==> src/hw/csr_pkg.sv <==
/*
 * Machine-mode CSR unit shared definitions
 * Widths, CSR addresses, reset values, hardwired-bit masks,
 * register selects and the bus and retirement structs
 */
`default_nettype none

package csr_pkg;

   // --------------------
   // Widths and counts
   localparam int XLEN       = 32;
   localparam int CSR_ADDR_W = 12;
   localparam int NUM_HPM    = 4;
   localparam int NUM_EVENTS = 16;
   localparam int EV_SEL_W   = 4;
   localparam int MI_W       = 12;
   // mcycle, minstret and the hpm counters
   localparam int NUM_CNT    = 2 + NUM_HPM;
   localparam int MEIP_BIT   = 11;

   // --------------------
   // Standard RISC-V machine-mode addresses
   localparam logic [CSR_ADDR_W-1:0] ADDR_MSTATUS       = 12'h300;
   localparam logic [CSR_ADDR_W-1:0] ADDR_MISA          = 12'h301;
   localparam logic [CSR_ADDR_W-1:0] ADDR_MIE           = 12'h304;
   localparam logic [CSR_ADDR_W-1:0] ADDR_MTVEC         = 12'h305;
   localparam logic [CSR_ADDR_W-1:0] ADDR_MCOUNTINHIBIT = 12'h320;
   // mhpmevent3..6 follow on consecutive addresses
   localparam logic [CSR_ADDR_W-1:0] ADDR_MHPMEVENT3    = 12'h323;
   localparam logic [CSR_ADDR_W-1:0] ADDR_MSCRATCH      = 12'h340;
   localparam logic [CSR_ADDR_W-1:0] ADDR_MEPC          = 12'h341;
   localparam logic [CSR_ADDR_W-1:0] ADDR_MCAUSE        = 12'h342;
   localparam logic [CSR_ADDR_W-1:0] ADDR_MTVAL         = 12'h343;
   localparam logic [CSR_ADDR_W-1:0] ADDR_MIP           = 12'h344;
   localparam logic [CSR_ADDR_W-1:0] ADDR_MCYCLE        = 12'hB00;
   localparam logic [CSR_ADDR_W-1:0] ADDR_MINSTRET      = 12'hB02;
   localparam logic [CSR_ADDR_W-1:0] ADDR_MHPMCOUNTER3  = 12'hB03;
   localparam logic [CSR_ADDR_W-1:0] ADDR_MCYCLEH       = 12'hB80;
   localparam logic [CSR_ADDR_W-1:0] ADDR_MINSTRETH     = 12'hB82;
   localparam logic [CSR_ADDR_W-1:0] ADDR_MHPMCOUNTER3H = 12'hB83;
   localparam logic [CSR_ADDR_W-1:0] ADDR_MVENDORID     = 12'hF11;
   localparam logic [CSR_ADDR_W-1:0] ADDR_MARCHID       = 12'hF12;
   localparam logic [CSR_ADDR_W-1:0] ADDR_MIMPID        = 12'hF13;
   localparam logic [CSR_ADDR_W-1:0] ADDR_MHARTID       = 12'hF14;

   // --------------------
   // Basic types
   typedef logic [XLEN-1:0]       word_t;
   typedef logic [MI_W-1:0]       mi_t;
   typedef logic [NUM_EVENTS-1:0] hpm_events_t;
   typedef logic [EV_SEL_W-1:0]   ev_sel_t;

   // Reset values, mpp starts in machine mode
   localparam word_t MSTATUS_INIT  = 32'h0000_1800;
   localparam mi_t   MIE_INIT      = '0;
   localparam word_t MTVEC_INIT    = 32'h0000_0100;
   localparam word_t MSCRATCH_INIT = '0;
   localparam word_t MEPC_INIT     = '0;
   localparam word_t MCAUSE_INIT   = '0;
   localparam word_t MTVAL_INIT    = '0;
   localparam word_t MINHIBIT_INIT = '0;

   // Read-only constants, misa is MXL=1 with I and M
   localparam word_t MISA_VAL      = 32'h4000_1100;
   localparam word_t MVENDORID_VAL = '0;
   localparam word_t MARCHID_VAL   = '0;
   localparam word_t MIMPID_VAL    = '0;
   localparam word_t MHARTID_VAL   = '0;

   // Hardwired bits, a one keeps the reset value
   localparam word_t NO_MASK       = '0;
   localparam word_t MSTATUS_MASK  = 32'hFFFF_E777;
   localparam mi_t   MIE_MASK      = 12'h777;
   localparam word_t MTVEC_MASK    = 32'h0000_0002;
   localparam word_t MEPC_MASK     = 32'h0000_0001;
   localparam word_t MINHIBIT_MASK = 32'hFFFF_FF82;

   // --------------------
   // mstatus with only mie, mpie and mpp kept
   typedef struct packed {
      logic [18:0] rsv_hi;
      logic [1:0]  mpp;
      logic [2:0]  rsv_mid;
      logic        mpie;
      logic [2:0]  rsv_lo;
      logic        mie;
      logic [2:0]  rsv_0;
   } mstatus_t;

   // Counter halves and event selectors are kept consecutive
   typedef enum logic [5:0] {
      SEL_NONE, SEL_MSTATUS, SEL_MISA, SEL_MIE, SEL_MTVEC, SEL_MINHIBIT,
      SEL_MHPMEVENT3, SEL_MHPMEVENT4, SEL_MHPMEVENT5, SEL_MHPMEVENT6,
      SEL_MSCRATCH, SEL_MEPC, SEL_MCAUSE, SEL_MTVAL, SEL_MIP,
      SEL_MCYCLE, SEL_MCYCLEH, SEL_MINSTRET, SEL_MINSTRETH,
      SEL_MHPMCNT3, SEL_MHPMCNT3H, SEL_MHPMCNT4, SEL_MHPMCNT4H,
      SEL_MHPMCNT5, SEL_MHPMCNT5H, SEL_MHPMCNT6, SEL_MHPMCNT6H,
      SEL_MVENDORID, SEL_MARCHID, SEL_MIMPID, SEL_MHARTID
   } csr_sel_e;

   typedef enum logic [3:0] {
      RET_LOAD   = 4'd0,
      RET_STORE  = 4'd1,
      RET_ALU    = 4'd2,
      RET_BRANCH = 4'd3,
      RET_JAL    = 4'd4,
      RET_JALR   = 4'd5,
      RET_MUL    = 4'd6,
      RET_DIV    = 4'd7,
      RET_CSR    = 4'd8,
      RET_SYS    = 4'd9
   } ret_class_e;

   typedef struct packed {
      logic       ret_valid;
      ret_class_e ret_class;
      logic       exc_valid;
      logic [3:0] exc_cause;
      logic       ext_irq;
   } retire_info_t;

   // Wishbone classic request and response
   typedef struct packed {
      logic                  cyc;
      logic                  stb;
      logic                  we;
      logic [CSR_ADDR_W-1:0] adr;
      word_t                 dat;
   } wb_req_t;

   typedef struct packed {
      word_t dat;
      logic  ack;
   } wb_rsp_t;

   typedef struct packed {
      csr_sel_e sel;
      logic     en;
      word_t    data;
   } csr_wr_t;

   // Software-writable register file outputs
   typedef struct packed {
      mstatus_t mstatus;
      mi_t      mie;
      word_t    mtvec;
      word_t    mscratch;
      word_t    mepc;
      word_t    mcause;
      word_t    mtval;
      word_t    minhibit;
   } csr_file_t;

endpackage

`default_nettype wire
==> src/hw/csr_unit.sv <==
/*
 * Machine-mode CSR unit
 * Wishbone classic slave for the RV32 machine-mode CSRs,
 * counters and performance events
 */
`timescale 1ns/10ps
`default_nettype none

module csr_unit
(
   input  logic                   clk_in,
   input  logic                   arst_n,
   input  csr_pkg::wb_req_t       wb_req,
   output csr_pkg::wb_rsp_t       wb_rsp,
   input  csr_pkg::retire_info_t  retire
);

   csr_pkg::csr_sel_e                         sel;
   csr_pkg::csr_wr_t                          wr;
   logic                                      ack;
   csr_pkg::hpm_events_t                      events;
   csr_pkg::csr_file_t                        regs;
   csr_pkg::word_t [2*csr_pkg::NUM_CNT-1:0]   cnt_rd;
   csr_pkg::ev_sel_t [csr_pkg::NUM_HPM-1:0]   hpm_sel;
   logic                                      meip;

   // --------------------
   // Decode
   csr_bus_decode u_decode (
      .clk_in (clk_in),
      .arst_n (arst_n),
      .wb_req (wb_req),
      .sel    (sel),
      .wr     (wr),
      .ack    (ack)
   );

   csr_event_decode u_events (
      .retire (retire),
      .events (events)
   );

   // --------------------
   // Execute, software-writable registers
   csr_masked_reg #(.data_t(csr_pkg::mstatus_t), .INIT(csr_pkg::MSTATUS_INIT),
      .MASK(csr_pkg::MSTATUS_MASK), .SEL(csr_pkg::SEL_MSTATUS))
      u_mstatus (.clk_in(clk_in), .arst_n(arst_n), .wr(wr), .q(regs.mstatus));

   csr_masked_reg #(.data_t(csr_pkg::mi_t), .INIT(csr_pkg::MIE_INIT),
      .MASK(csr_pkg::MIE_MASK), .SEL(csr_pkg::SEL_MIE))
      u_mie (.clk_in(clk_in), .arst_n(arst_n), .wr(wr), .q(regs.mie));

   // Vectored or direct mode only
   csr_masked_reg #(.data_t(csr_pkg::word_t), .INIT(csr_pkg::MTVEC_INIT),
      .MASK(csr_pkg::MTVEC_MASK), .SEL(csr_pkg::SEL_MTVEC))
      u_mtvec (.clk_in(clk_in), .arst_n(arst_n), .wr(wr), .q(regs.mtvec));

   csr_masked_reg #(.data_t(csr_pkg::word_t), .INIT(csr_pkg::MSCRATCH_INIT),
      .MASK(csr_pkg::NO_MASK), .SEL(csr_pkg::SEL_MSCRATCH))
      u_mscratch (.clk_in(clk_in), .arst_n(arst_n), .wr(wr), .q(regs.mscratch));

   // Bit 0 stays clear
   csr_masked_reg #(.data_t(csr_pkg::word_t), .INIT(csr_pkg::MEPC_INIT),
      .MASK(csr_pkg::MEPC_MASK), .SEL(csr_pkg::SEL_MEPC))
      u_mepc (.clk_in(clk_in), .arst_n(arst_n), .wr(wr), .q(regs.mepc));

   csr_masked_reg #(.data_t(csr_pkg::word_t), .INIT(csr_pkg::MCAUSE_INIT),
      .MASK(csr_pkg::NO_MASK), .SEL(csr_pkg::SEL_MCAUSE))
      u_mcause (.clk_in(clk_in), .arst_n(arst_n), .wr(wr), .q(regs.mcause));

   csr_masked_reg #(.data_t(csr_pkg::word_t), .INIT(csr_pkg::MTVAL_INIT),
      .MASK(csr_pkg::NO_MASK), .SEL(csr_pkg::SEL_MTVAL))
      u_mtval (.clk_in(clk_in), .arst_n(arst_n), .wr(wr), .q(regs.mtval));

   csr_masked_reg #(.data_t(csr_pkg::word_t), .INIT(csr_pkg::MINHIBIT_INIT),
      .MASK(csr_pkg::MINHIBIT_MASK), .SEL(csr_pkg::SEL_MINHIBIT))
      u_minhibit (.clk_in(clk_in), .arst_n(arst_n), .wr(wr), .q(regs.minhibit));

   csr_counter_bank u_counters (
      .clk_in    (clk_in),
      .arst_n    (arst_n),
      .wr        (wr),
      .inhibit   (regs.minhibit),
      .events    (events),
      .ret_valid (retire.ret_valid),
      .cnt_rd    (cnt_rd),
      .hpm_sel   (hpm_sel)
   );

   // External interrupt pending, sampled once
   always_ff @(posedge clk_in or negedge arst_n)
   begin
      if (!arst_n)
         meip <= 1'b0;
      else
         meip <= retire.ext_irq;
   end

   // --------------------
   // Result
   csr_read_mux u_read (
      .clk_in  (clk_in),
      .arst_n  (arst_n),
      .sel     (sel),
      .ack     (ack),
      .regs    (regs),
      .cnt_rd  (cnt_rd),
      .hpm_sel (hpm_sel),
      .meip    (meip),
      .rdata   (wb_rsp.dat)
   );

   assign wb_rsp.ack = ack;

endmodule

`default_nettype wire

==> src/hw/csr_read_mux.sv <==
/*
 * CSR read mux
 * Picks the addressed word and registers it so it is
 * presented together with the bus acknowledge
 */
`timescale 1ns/10ps
`default_nettype none

module csr_read_mux
(
   input  logic                                     clk_in,
   input  logic                                     arst_n,
   input  csr_pkg::csr_sel_e                        sel,
   input  logic                                     ack,
   input  csr_pkg::csr_file_t                       regs,
   input  csr_pkg::word_t [2*csr_pkg::NUM_CNT-1:0]  cnt_rd,
   input  csr_pkg::ev_sel_t [csr_pkg::NUM_HPM-1:0]  hpm_sel,
   input  logic                                     meip,
   output csr_pkg::word_t                           rdata
);

   csr_pkg::word_t rd_d;

   always_comb
   begin
      // Holes read zero
      rd_d = '0;
      case (sel)
         csr_pkg::SEL_MSTATUS:   rd_d = csr_pkg::word_t'(regs.mstatus);
         csr_pkg::SEL_MISA:      rd_d = csr_pkg::MISA_VAL;
         csr_pkg::SEL_MIE:       rd_d = csr_pkg::XLEN'(regs.mie);
         csr_pkg::SEL_MTVEC:     rd_d = regs.mtvec;
         csr_pkg::SEL_MINHIBIT:  rd_d = regs.minhibit;
         csr_pkg::SEL_MSCRATCH:  rd_d = regs.mscratch;
         csr_pkg::SEL_MEPC:      rd_d = regs.mepc;
         csr_pkg::SEL_MCAUSE:    rd_d = regs.mcause;
         csr_pkg::SEL_MTVAL:     rd_d = regs.mtval;
         csr_pkg::SEL_MIP:       rd_d[csr_pkg::MEIP_BIT] = meip;
         csr_pkg::SEL_MVENDORID: rd_d = csr_pkg::MVENDORID_VAL;
         csr_pkg::SEL_MARCHID:   rd_d = csr_pkg::MARCHID_VAL;
         csr_pkg::SEL_MIMPID:    rd_d = csr_pkg::MIMPID_VAL;
         csr_pkg::SEL_MHARTID:   rd_d = csr_pkg::MHARTID_VAL;
         default:                rd_d = '0;
      endcase
      // Event selectors, zero extended
      for (int k = 0; k < csr_pkg::NUM_HPM; k++)
      begin
         if (sel == csr_pkg::csr_sel_e'(csr_pkg::SEL_MHPMEVENT3 + k))
            rd_d = csr_pkg::XLEN'(hpm_sel[k]);
      end
      // Counter halves in select order
      for (int h = 0; h < 2 * csr_pkg::NUM_CNT; h++)
      begin
         if (sel == csr_pkg::csr_sel_e'(csr_pkg::SEL_MCYCLE + h))
            rd_d = cnt_rd[h];
      end
   end

   // --------------------
   // Capture on the request cycle, the ack cycle carries the word
   always_ff @(posedge clk_in or negedge arst_n)
   begin
      if (!arst_n)
         rdata <= '0;
      else if (ack)
         rdata <= '0;
      else
         rdata <= rd_d;
   end

endmodule

`default_nettype wire

==> src/hw/csr_counter_bank.sv <==
/*
 * Counter bank
 * mcycle, minstret and mhpmcounter3..6 with their event selectors,
 * count inhibit and software write priority over counting
 */
`timescale 1ns/10ps
`default_nettype none

module csr_counter_bank
(
   input  logic                                          clk_in,
   input  logic                                          arst_n,
   input  csr_pkg::csr_wr_t                              wr,
   input  csr_pkg::word_t                                inhibit,
   input  csr_pkg::hpm_events_t                          events,
   input  logic                                          ret_valid,
   output csr_pkg::word_t [2*csr_pkg::NUM_CNT-1:0]       cnt_rd,
   output csr_pkg::ev_sel_t [csr_pkg::NUM_HPM-1:0]       hpm_sel
);

   logic [csr_pkg::NUM_CNT-1:0][2*csr_pkg::XLEN-1:0] cnt_q;
   logic [csr_pkg::NUM_CNT-1:0]                      inc;
   logic [csr_pkg::NUM_CNT-1:0]                      wr_lo;
   logic [csr_pkg::NUM_CNT-1:0]                      wr_hi;

   // Inhibit bit 1 is the unused time slot
   assign inc[0] = ~inhibit[0];
   assign inc[1] = ret_valid & ~inhibit[2];

   // --------------------
   // Event selectors and hpm count enables
   for (genvar k = 0; k < csr_pkg::NUM_HPM; k++)
   begin : g_hpm
      assign inc[2+k] = events[hpm_sel[k]] & ~inhibit[3+k];

      always_ff @(posedge clk_in or negedge arst_n)
      begin
         if (!arst_n)
            hpm_sel[k] <= '0;
         else if (wr.en && (wr.sel == csr_pkg::csr_sel_e'(csr_pkg::SEL_MHPMEVENT3 + k)))
            hpm_sel[k] <= wr.data[csr_pkg::EV_SEL_W-1:0];
      end
   end

   // --------------------
   // 64-bit counters, halves laid out low then high
   for (genvar c = 0; c < csr_pkg::NUM_CNT; c++)
   begin : g_cnt
      assign wr_lo[c] = wr.en && (wr.sel == csr_pkg::csr_sel_e'(csr_pkg::SEL_MCYCLE + 2 * c));
      assign wr_hi[c] = wr.en && (wr.sel == csr_pkg::csr_sel_e'(csr_pkg::SEL_MCYCLEH + 2 * c));

      assign cnt_rd[2*c]   = cnt_q[c][csr_pkg::XLEN-1:0];
      assign cnt_rd[2*c+1] = cnt_q[c][2*csr_pkg::XLEN-1:csr_pkg::XLEN];

      // A write to either half drops this cycle's increment
      always_ff @(posedge clk_in or negedge arst_n)
      begin
         if (!arst_n)
            cnt_q[c] <= '0;
         else if (wr_lo[c])
            cnt_q[c][csr_pkg::XLEN-1:0] <= wr.data;
         else if (wr_hi[c])
            cnt_q[c][2*csr_pkg::XLEN-1:csr_pkg::XLEN] <= wr.data;
         else if (inc[c])
            cnt_q[c] <= cnt_q[c] + 1'b1;
      end
   end

endmodule

`default_nettype wire

==> src/hw/csr_masked_reg.sv <==
/*
 * Masked CSR
 * One software-writable register, generic in its payload type,
 * whose hardwired bits always hold the reset value
 */
`timescale 1ns/10ps
`default_nettype none

module csr_masked_reg
#(
   parameter type               data_t = csr_pkg::word_t,
   parameter data_t             INIT   = '0,
   parameter data_t             MASK   = '0,
   parameter csr_pkg::csr_sel_e SEL    = csr_pkg::SEL_NONE
)
(
   input  logic              clk_in,
   input  logic              arst_n,
   input  csr_pkg::csr_wr_t  wr,
   output data_t             q
);

   localparam int           W      = $bits(data_t);
   localparam logic [W-1:0] INIT_V = INIT;
   localparam logic [W-1:0] MASK_V = MASK;

   logic [W-1:0] d;

   // Writable bits from the bus, masked bits from reset
   assign d = (wr.data[W-1:0] & ~MASK_V) | (INIT_V & MASK_V);

   always_ff @(posedge clk_in or negedge arst_n)
   begin
      if (!arst_n)
         q <= INIT;
      else if (wr.en && (wr.sel == SEL))
         q <= data_t'(d);
   end

endmodule

`default_nettype wire

==> src/hw/csr_event_decode.sv <==
/*
 * Performance event decode
 * Turns the per-cycle retirement report into the
 * event vector used by the hpm counters
 */
`timescale 1ns/10ps
`default_nettype none

module csr_event_decode
(
   input  csr_pkg::retire_info_t  retire,
   output csr_pkg::hpm_events_t   events
);

   logic is_jump;
   logic is_misalign;

   // Any control transfer
   assign is_jump = retire.ret_valid &
                    ((retire.ret_class == csr_pkg::RET_BRANCH) |
                     (retire.ret_class == csr_pkg::RET_JAL) |
                     (retire.ret_class == csr_pkg::RET_JALR));

   // Instruction, load or store address misaligned
   assign is_misalign = retire.exc_valid &
                        ((retire.exc_cause == 4'd0) |
                         (retire.exc_cause == 4'd4) |
                         (retire.exc_cause == 4'd6));

   always_comb
   begin
      // Event 0 never counts
      events = '0;
      // Events 1 to 10 are one per retirement class
      for (int i = 0; i < 10; i++)
      begin
         events[i+1] = retire.ret_valid &&
                       (retire.ret_class == csr_pkg::ret_class_e'(i));
      end
      events[11] = is_jump;
      events[12] = is_misalign;
      // Illegal instruction
      events[13] = retire.exc_valid & (retire.exc_cause == 4'd2);
      events[14] = retire.ext_irq;
      events[15] = retire.ret_valid;
   end

endmodule

`default_nettype wire

==> src/hw/csr_bus_decode.sv <==
/*
 * CSR bus decode
 * Maps a Wishbone classic request onto a register select,
 * builds the write strobe and makes the one-cycle acknowledge
 */
`timescale 1ns/10ps
`default_nettype none

module csr_bus_decode
(
   input  logic               clk_in,
   input  logic               arst_n,
   input  csr_pkg::wb_req_t   wb_req,
   output csr_pkg::csr_sel_e  sel,
   output csr_pkg::csr_wr_t   wr,
   output logic               ack
);

   logic               req_act;
   logic               writable;
   csr_pkg::csr_sel_e  map_sel;

   assign req_act = wb_req.cyc & wb_req.stb;

   // --------------------
   // Address map
   always_comb
   begin
      map_sel = csr_pkg::SEL_NONE;
      case (wb_req.adr)
         csr_pkg::ADDR_MSTATUS:       map_sel = csr_pkg::SEL_MSTATUS;
         csr_pkg::ADDR_MISA:          map_sel = csr_pkg::SEL_MISA;
         csr_pkg::ADDR_MIE:           map_sel = csr_pkg::SEL_MIE;
         csr_pkg::ADDR_MTVEC:         map_sel = csr_pkg::SEL_MTVEC;
         csr_pkg::ADDR_MCOUNTINHIBIT: map_sel = csr_pkg::SEL_MINHIBIT;
         csr_pkg::ADDR_MSCRATCH:      map_sel = csr_pkg::SEL_MSCRATCH;
         csr_pkg::ADDR_MEPC:          map_sel = csr_pkg::SEL_MEPC;
         csr_pkg::ADDR_MCAUSE:        map_sel = csr_pkg::SEL_MCAUSE;
         csr_pkg::ADDR_MTVAL:         map_sel = csr_pkg::SEL_MTVAL;
         csr_pkg::ADDR_MIP:           map_sel = csr_pkg::SEL_MIP;
         csr_pkg::ADDR_MCYCLE:        map_sel = csr_pkg::SEL_MCYCLE;
         csr_pkg::ADDR_MCYCLEH:       map_sel = csr_pkg::SEL_MCYCLEH;
         csr_pkg::ADDR_MINSTRET:      map_sel = csr_pkg::SEL_MINSTRET;
         csr_pkg::ADDR_MINSTRETH:     map_sel = csr_pkg::SEL_MINSTRETH;
         csr_pkg::ADDR_MVENDORID:     map_sel = csr_pkg::SEL_MVENDORID;
         csr_pkg::ADDR_MARCHID:       map_sel = csr_pkg::SEL_MARCHID;
         csr_pkg::ADDR_MIMPID:        map_sel = csr_pkg::SEL_MIMPID;
         csr_pkg::ADDR_MHARTID:       map_sel = csr_pkg::SEL_MHARTID;
         default:                     map_sel = csr_pkg::SEL_NONE;
      endcase
      // hpm selectors and counters sit on address ranges
      for (int k = 0; k < csr_pkg::NUM_HPM; k++)
      begin
         if (wb_req.adr == csr_pkg::CSR_ADDR_W'(csr_pkg::ADDR_MHPMEVENT3 + k))
            map_sel = csr_pkg::csr_sel_e'(csr_pkg::SEL_MHPMEVENT3 + k);
         if (wb_req.adr == csr_pkg::CSR_ADDR_W'(csr_pkg::ADDR_MHPMCOUNTER3 + k))
            map_sel = csr_pkg::csr_sel_e'(csr_pkg::SEL_MHPMCNT3 + 2 * k);
         if (wb_req.adr == csr_pkg::CSR_ADDR_W'(csr_pkg::ADDR_MHPMCOUNTER3H + k))
            map_sel = csr_pkg::csr_sel_e'(csr_pkg::SEL_MHPMCNT3H + 2 * k);
      end
   end

   // Constants, mip and holes take no write
   always_comb
   begin
      case (map_sel)
         csr_pkg::SEL_NONE, csr_pkg::SEL_MISA, csr_pkg::SEL_MIP,
         csr_pkg::SEL_MVENDORID, csr_pkg::SEL_MARCHID,
         csr_pkg::SEL_MIMPID, csr_pkg::SEL_MHARTID: writable = 1'b0;
         default:                                   writable = 1'b1;
      endcase
   end

   // --------------------
   // Select only while a request is on the bus
   assign sel = req_act ? map_sel : csr_pkg::SEL_NONE;

   // Strobe lands on the edge where ack rises
   always_comb
   begin
      wr.sel  = sel;
      wr.en   = req_act & ~ack & wb_req.we & writable;
      wr.data = wb_req.dat;
   end

   // One ack per request, then a gap cycle
   always_ff @(posedge clk_in or negedge arst_n)
   begin
      if (!arst_n)
         ack <= 1'b0;
      else
         ack <= req_act & ~ack;
   end

endmodule

`default_nettype wire

==> config.mk <==
export PLATFORM = sky130hd
export DESIGN_NAME = csr_unit
export DESIGN_NICKNAME = d
export VERILOG_FILES = /design/src/hw/csr_pkg.sv /design/src/hw/csr_unit.sv /design/src/hw/csr_read_mux.sv /design/src/hw/csr_counter_bank.sv /design/src/hw/csr_masked_reg.sv /design/src/hw/csr_event_decode.sv /design/src/hw/csr_bus_decode.sv
export SDC_FILE = /design/constraint.sdc
export NUM_CORES = 2
export LEC_CHECK = 0
export ABC_CLOCK_PERIOD_IN_PS = 5600
export BUFFER_PORTS_ARGS = -buffer_cell sky130_fd_sc_hd__buf_2
export CAP_MARGIN = 10
export CORE_UTILIZATION = 65
export CTS_CLUSTER_SIZE = 25
export DETAILED_ROUTE_END_ITERATION = 8
export PLACE_DENSITY = 0.82
export SLEW_MARGIN = 40
export SYNTH_ARGS = -nofsm -noshare
export SYNTH_HDL_FRONTEND = slang
export SYNTH_HIERARCHICAL = 1
export SYNTH_SLANG_ARGS = --single-unit
==> constraint.sdc <==
create_clock -name clk_in -period 5.6 [get_ports clk_in]
set_clock_uncertainty 0.05 [all_clocks]
set_input_delay 0.56 -clock clk_in [delete_from_list [all_inputs] [get_ports clk_in]]
set_output_delay 0.56 -clock clk_in [all_outputs]
set_load 0.02 [all_outputs]
## Yosys cells after proc, flatten, opt, wreduce, memory -nomap -nowiden

Index checks and enable logic that the tools add are counted.

- Reduce and logical (&&, ||, !) cells: 60
- Add/sub/neg operators: 6
- Equality and inequality tests: 82
- Bitwise operators: 28
- Multiplexer cells: 67
- Order comparisons: 4

Operator list:

| operator | number |
|---|---|
| two-way mux 32 bit | 35 |
| adder 64 x 1 -> 64 bit (second input constant) | 6 |
| two-way mux 64 bit | 6 |
| equality test 12 bit (second input constant) | 16 |
| equality test 12 x 10 -> 1 bit (second input constant) | 14 |
| one-hot mux 20 bit (7 select lines) | 1 |
| one-hot mux 11 bit (9 select lines) | 1 |
| one-hot mux 5 bit (18 select lines) | 1 |
| equality test 5 bit (second input constant) | 15 |
| two-way mux 5 bit | 13 |
| equality test 5 x 4 -> 1 bit (second input constant) | 9 |
| logical AND 1 bit | 34 |
| equality test 4 x 3 -> 1 bit (second input constant) | 6 |
| AND reduction 2 bit | 12 |
| equality test 5 x 3 -> 1 bit (second input constant) | 4 |
| less-than comparator 4 x 5 -> 1 bit (second input constant) | 4 |
| nonzero test 2 bit | 10 |
| binary-select mux 1 bit (select 4 bit) | 4 |
| != test 2 x 1 -> 1 bit (second input constant) | 8 |
| equality test 5 x 2 -> 1 bit (second input constant) | 3 |
| AND 1 bit | 12 |
| equality test 4 x 2 -> 1 bit (second input constant) | 3 |
| inverter 1 bit | 12 |
| equality test 4 bit (second input constant) | 2 |
| 8 further kinds | 16 |

- Word-level logic and storage cells: 276
- Register bits: 605
- Input bits: 60

## Depth between registers and ports, before layout

- Word-level depth: 34
- Mapped depth: 18
- Gate-level depth less buffers: 13

## By module

The synthesis kept the hierarchy.

By module, submodules not included:

| module | instances | cells each | area an instance (µm²) |
|---|---|---|---|
| csr_counter_bank | 1 | 3053 | 25530.7 |
| csr_read_mux | 1 | 802 | 5773.0 |
| csr_masked_reg (u_mscratch) | 1 | 70 | 1333.8 |
| csr_masked_reg (u_mtvec) | 1 | 70 | 1307.5 |
| csr_masked_reg (u_mtval) | 1 | 69 | 1242.4 |
| csr_masked_reg (u_mcause) | 1 | 69 | 1239.9 |
| csr_masked_reg (u_mepc) | 1 | 70 | 1217.4 |
| csr_bus_decode | 1 | 163 | 1174.9 |
| csr_masked_reg (u_minhibit) | 1 | 42 | 481.7 |
| csr_masked_reg (u_mstatus) | 1 | 40 | 414.1 |
| csr_masked_reg (u_mie) | 1 | 19 | 203.9 |
| csr_event_decode | 1 | 30 | 186.4 |
| csr_unit | 1 | 2 | 32.5 |

## Least setup slack after synthesis

No wires, ideal clock.

- Path type: input port to flip-flop
- Start: input wb_req[38] (netlist bit)
- End: register u_counters.cnt_q (netlist bit u_counters/cnt_rd[181])
- Library setup time: 0.138 ns
- Path buffers: 3
- Setup slack: 0.771 ns
- Stages on the path: 16
- Arrival: 4.641 ns
- Required time: 5.412 ns
- Path through: nor4bb_4 > nand4_1 > a2111oi_2 > a21oi_1 > nor4b_1 > and3_1 > a2111oi_2 > and3b_1 > clkbuf_1 > nand2_1 > nor3_1 > clkbuf_1 > buf_1 > nor3_1 > a21oi_1 > o22ai_1

RTL lines:

| what | RTL line | text |
|---|---|---|
| start, declared | csr_unit.sv:13 | `input csr_pkg::wb_req_t wb_req,` |
| end signal, assigned by index | csr_counter_bank.sv:61 | `cnt_q[c][csr_pkg::XLEN-1:0] <= wr.data;` |
| end signal, assigned by index | csr_counter_bank.sv:63 | `cnt_q[c][2*csr_pkg::XLEN-1:csr_pkg::XLEN] <= wr.data;` |
| end signal, assigned by index | csr_counter_bank.sv:65 | `cnt_q[c] <= cnt_q[c] + 1'b1;` |
| end, declared | csr_counter_bank.sv:21 | `logic [csr_pkg::NUM_CNT-1:0][2*csr_pkg::XLEN-1:0] cnt_q;` |

## Final worst setup path

- Start: input wb_req[39] (netlist bit)
- End: register u_read.rdata[3]

- Word-level cells in the longest chain between the ends: 34
- Elaborated cells between the ends (all ways): 87
- Those cells by class: eq/ne (55); mux (32)

Ends and longest elaborated chain:

| what | RTL line | text |
|---|---|---|
| equality test 12 bit / equality test 12 x 10 -> 1 bit (equally long branches) | csr_bus_decode.sv:30 | `case (wb_req.adr)` |
| one-hot mux 5 bit (18 select lines) | csr_bus_decode.sv:30 |  |
| two-way mux 5 bit | csr_bus_decode.sv:54 | `if (wb_req.adr == csr_pkg::CSR_ADDR_W'(csr_pkg::ADDR_MHPMEVENT3 + k))` |
| two-way mux 5 bit | csr_bus_decode.sv:56 | `if (wb_req.adr == csr_pkg::CSR_ADDR_W'(csr_pkg::ADDR_MHPMCOUNTER3 + k))` |
| two-way mux 5 bit | csr_bus_decode.sv:58 | `if (wb_req.adr == csr_pkg::CSR_ADDR_W'(csr_pkg::ADDR_MHPMCOUNTER3H + k))` |
| two-way mux 5 bit | csr_bus_decode.sv:54 |  |
| two-way mux 5 bit | csr_bus_decode.sv:56 |  |
| two-way mux 5 bit | csr_bus_decode.sv:58 |  |
| (+6 left out) | -- |  |
| two-way mux 5 bit (*) | csr_bus_decode.sv:76 | `assign sel = req_act ? map_sel : csr_pkg::SEL_NONE;` |
| named net sel[2] | csr_unit.sv:18 | `csr_pkg::csr_sel_e sel;` |
| equality test 5 x 4 -> 1 bit (tied with other cells) | csr_read_mux.sv:28 | `case (sel)` |
| one-hot mux 11 bit (9 select lines) | csr_read_mux.sv:28 |  |
| two-way mux 32 bit (4 in series) | csr_read_mux.sv:48 | `if (sel == csr_pkg::csr_sel_e'(csr_pkg::SEL_MHPMEVENT3 + k))` |
| two-way mux 32 bit (11 in series) | csr_read_mux.sv:54 | `if (sel == csr_pkg::csr_sel_e'(csr_pkg::SEL_MCYCLE + h))` |
| two-way mux 32 bit (*) | csr_read_mux.sv:54 |  |
| two-way mux 32 bit (*) | csr_read_mux.sv:65 | `else if (ack)` |
| end signal, assigned | csr_read_mux.sv:68 | `rdata <= rd_d;` |
| end, declared | csr_read_mux.sv:19 | `output csr_pkg::word_t rdata` |

The timed path passes the listed nets; every way through them passes the cells marked *.
A chain may end at the register's enable or synchronous reset.

==> summary.md <==
| Metric | Value |
|---|---|
| CTS clk-pin slew, worst paths | 0.06 ns |
| Clk buf depth | 3 |
| Slew margin rel. | 32.2% |
| Post-layout min period | 4.97 ns |
| WL final | 167 mm |
| Die Area | 62800 sq um |
| RSZ-0062 raised after global routing | false |
| Crit-path cells | buf_2 -> nor4bb_4 -> nand4_1 -> a21boi_0 -> a221oi_1 -> a31oi_1 -> nor2b_4 -> buf_4 -> nor2b_2 -> and2_1 -> buf_4 -> a2111oi_0 -> nand4_1 -> a211oi_1 -> o22ai_1 |
| Chip height | 251 microns |
| Crit Path Max Fanout | 18 |
| Slowest stage cell, crit path | a211oi_1 |
| PortBufs | 92 |
| Mux cell area share after synthesis | 8.16% |
| Bufs and invs on worst path | 3 |
| Failing checks | design-rule violations |
| Sequential-to-total area share from yosys stat | 37.7% |
| Synth top area cells | dfrtp_1 38%, nand2_1 4.6%, xnor2_1 4.5%, a22oi_1 3.2%, o21ai_0 3.1% |
| Crit share post-route | 88.7% |
| Worst EP required | 6.01 ns |
| Layout cells sized above 1 | 14.8% |
| CP top delay family | compound AO/OA/AOI/OAI gates |
| Worst VDD drop | 0.336 mV |
| Synth warnings | 6 |
| Simple-Gate Fraction of Synth Area | 22.9% |
| Post-route insts no fill | 5274 |
| Adder-cell share of the synthesized area | 0.187% |
| Layout area overhead | 8.49% |
| Fin. Hold Viols | 0 |
| # DRC | 10 |
| CTS Root Cell | clkbuf_16 |
| Synth top cells by count | 602 x dfrtp_1, 488 x nand2_1, 252 x o21ai_0, 249 x nand3_1, 242 x nor2_1 |
| Largest family of logic cells by synthesized area | simple AND/OR/NAND/NOR gates |
| Wire per inst | 31.7 microns |
| GRT overflow | 0 |
| Final setup viols | 0 |
| Max-slew violation count | 0 |
| Vias in the first global route | 35700 |
| CTS tree | yes |
| Number of enable flip-flop cells after synthesis | 0 |
| Power per cell area | 239 nW/um^2 |
| Die X | 251 microns |
| Clk_lat worst skew | 0.63 ns |
| Initial antenna violation count | 6 |
| Most common cell in the netlist | dfrtp_1 |
| Synthesized area per cell | 8.92 sq um |
| Max incr delay on CP | 0.82 ns |
| Crit path DAT | 5.38 ns |
| Largest net degree at the start of global routing | 146 |
| Nets | 4498 |
| Vias | 39800 |
| Distinct cell type count after synthesis | 119 |
| Via density | 7.55 |
| Hold crit path type | input pin to flop |
| Number of fill cells | 4617 |
| Max-cap violations | 0 |
| Hold depth | 1 |
| Cts bufs inserted | 70 |
| Area fraction of the dominant cell type after synthesis | 37.5% |
| CTS Sinks | 605 |
| GPL Wtd Cong | 1.11 |
| Total negative slack | 0 ns |
| R2R cell count | 11 |
| Row count | 90 |
| Synth area leader | dfrtp_1 |
| Core area | 60700 sq um |
| Crit Path Class | input pin to flop |
| Initial Utilization | 66.1% |
| IO Pins | 93 |
| CP Capture Type | flop |
| Post-synth ARST share | 100% |
| Outcome | complete, but fails checks |
| Crit path depth | 15 |
| Ys flop type | dfrtp_1 |
| Initial DRC Count | 6987 |
| Post_cts resized | 0 |
| Pleak | 17.6 nW |
| H-Tree Level Count | 3 |
| Dpl cells | 5138 |
| Post-Synth XOR/XNOR Area | 5.26% |
| Syn Std Cell Area | 40100 sq um |
| Total GRT Usage | 52.5% |
| Worst Tran Pin Value | 1.02 ns |
| DRT Pass-1 Iters | 9 |
| FF+latch count, synth | 605 |
| HPWL Detailed | 113 mm |
| Minimum hold slack | 0.116 ns |
| Mapped Cells | 4499 |
| Synth Area in Compound Gates | 19.5% |
| Number of routed nets with antenna violations | 0 |
| Highest clock rate | 201 MHz |
| First-pass GRT wire length | 243 mm |
| Startpoint Class | input pin |
## path summary, 6_finish.rpt
kind,start,end,slack [ns]
setup reg to reg,u_decode/ack,u_counters/cnt_rd[328],2.18
min in group asynchronous,arst_n,u_mtval/q[26],0.50
setup / recovery,wb_req[39],u_read/rdata[3],0.63
max in group asynchronous,arst_n,u_read/rdata[4],3.58
hold reg to reg,u_decode/ack,u_decode/ack,0.40
hold / removal,retire[0],meip,0.12
## timing repair
item	in CTS	in global routing
buffers inserted	0	0
endpoints found under the setup margin	0	0
hold endpoints to repair	92	0
hold buffers	1	0
## sequential cells by signal, summed over array words and instances (netlist names)
name	cells
u_mcause/q	32
u_mscratch/q	32
u_mtval/q	32
u_mstatus/q	4
u_decode/ack	1
u_mtvec/q	31
u_read/rdata	32
meip	1
u_mie/q	3
u_mepc/q	31
u_counters/hpm_sel	16
u_counters/cnt_rd	384
u_minhibit/q	6
## per-stage QoR
| stage | instance area, sq um | total power [mW] | util (%) | worst slack [ns] |
|---|---|---|---|---|
| finish | 43500 | 10.4 | 71.7 | 0.632 |
| global route | 43500 | 10.6 | 71.7 | 0.563 |
| CTS | 43500 | 10.4 | 71.6 | 0.961 |
| detailed placement | 41000 | 5.52 | 67.6 | 0.355 |
| global placement | 41000 | 5.51 | 67.5 | 0.339 |
| floorplan | 40400 | 5.12 | - | 0.771 |
## kinds of logic after synthesis
kind of cell | count (synthesis)
compound gates | 1159
xor+xnor | 241
fa+ha+maj | 6
buf+inv | 496
flops | 605
mux | 269
other cells | 7
simple gates | 1716
## report_power, final
| part | internal (mW) | total, mW | switching [mW] |
|---|---|---|---|
| Clock | 2.92 | 4.91 | 2.00 |
| Combinational | 0.218 | 0.784 | 0.566 |
| Sequential | 4.48 | 4.73 | 0.248 |
| Total | 7.61 | 10.4 | 2.81 |
## final cells by class
class                   count  area [sq um]  share of cell area (%)
repair buffers            237          1820                    4.18
flip-flops and latches    605         15100                    34.8
diodes                      3          7.51                  0.0172
multi-input cells        3459         22900                    52.6
inverters                  59           221                   0.509
clock buffers             103          2080                    4.77
clock inverters            26           374                   0.859
well taps                 782           978                    2.25
## metal layers
| metal | up-vias | routed length (microns) | GRT usage (%) |
|---|---|---|---|
| met5 | - | 21 | 0 |
| met4 | 4 | 15100 | 38.0 |
| met3 | 824 | 25100 | 17.8 |
| met2 | 3477 | 66500 | 71.5 |
| met1 | 18900 | 60700 | 69.3 |
| li1 | 16600 | - | - |
## cell usage in the layout, fill, tap and decap left out, types with 66 or more instances in the layout
master / count
nor3_1: 126
dfrtp_1: 602
mux2i_1: 66
mux2_4: 70
mux2_2: 112
o21ai_0: 251
clkbuf_16: 70
o22ai_1: 74
and3_1: 100
a22oi_1: 169
conb_1: 68
a21oi_1: 220
nand2_1: 488
nand3_1: 245
nor2_1: 233
nand4_1: 144
xnor2_1: 207
buf_4: 140
buf_2: 78
No activity file was read; power rests on OpenSTA's default activity.
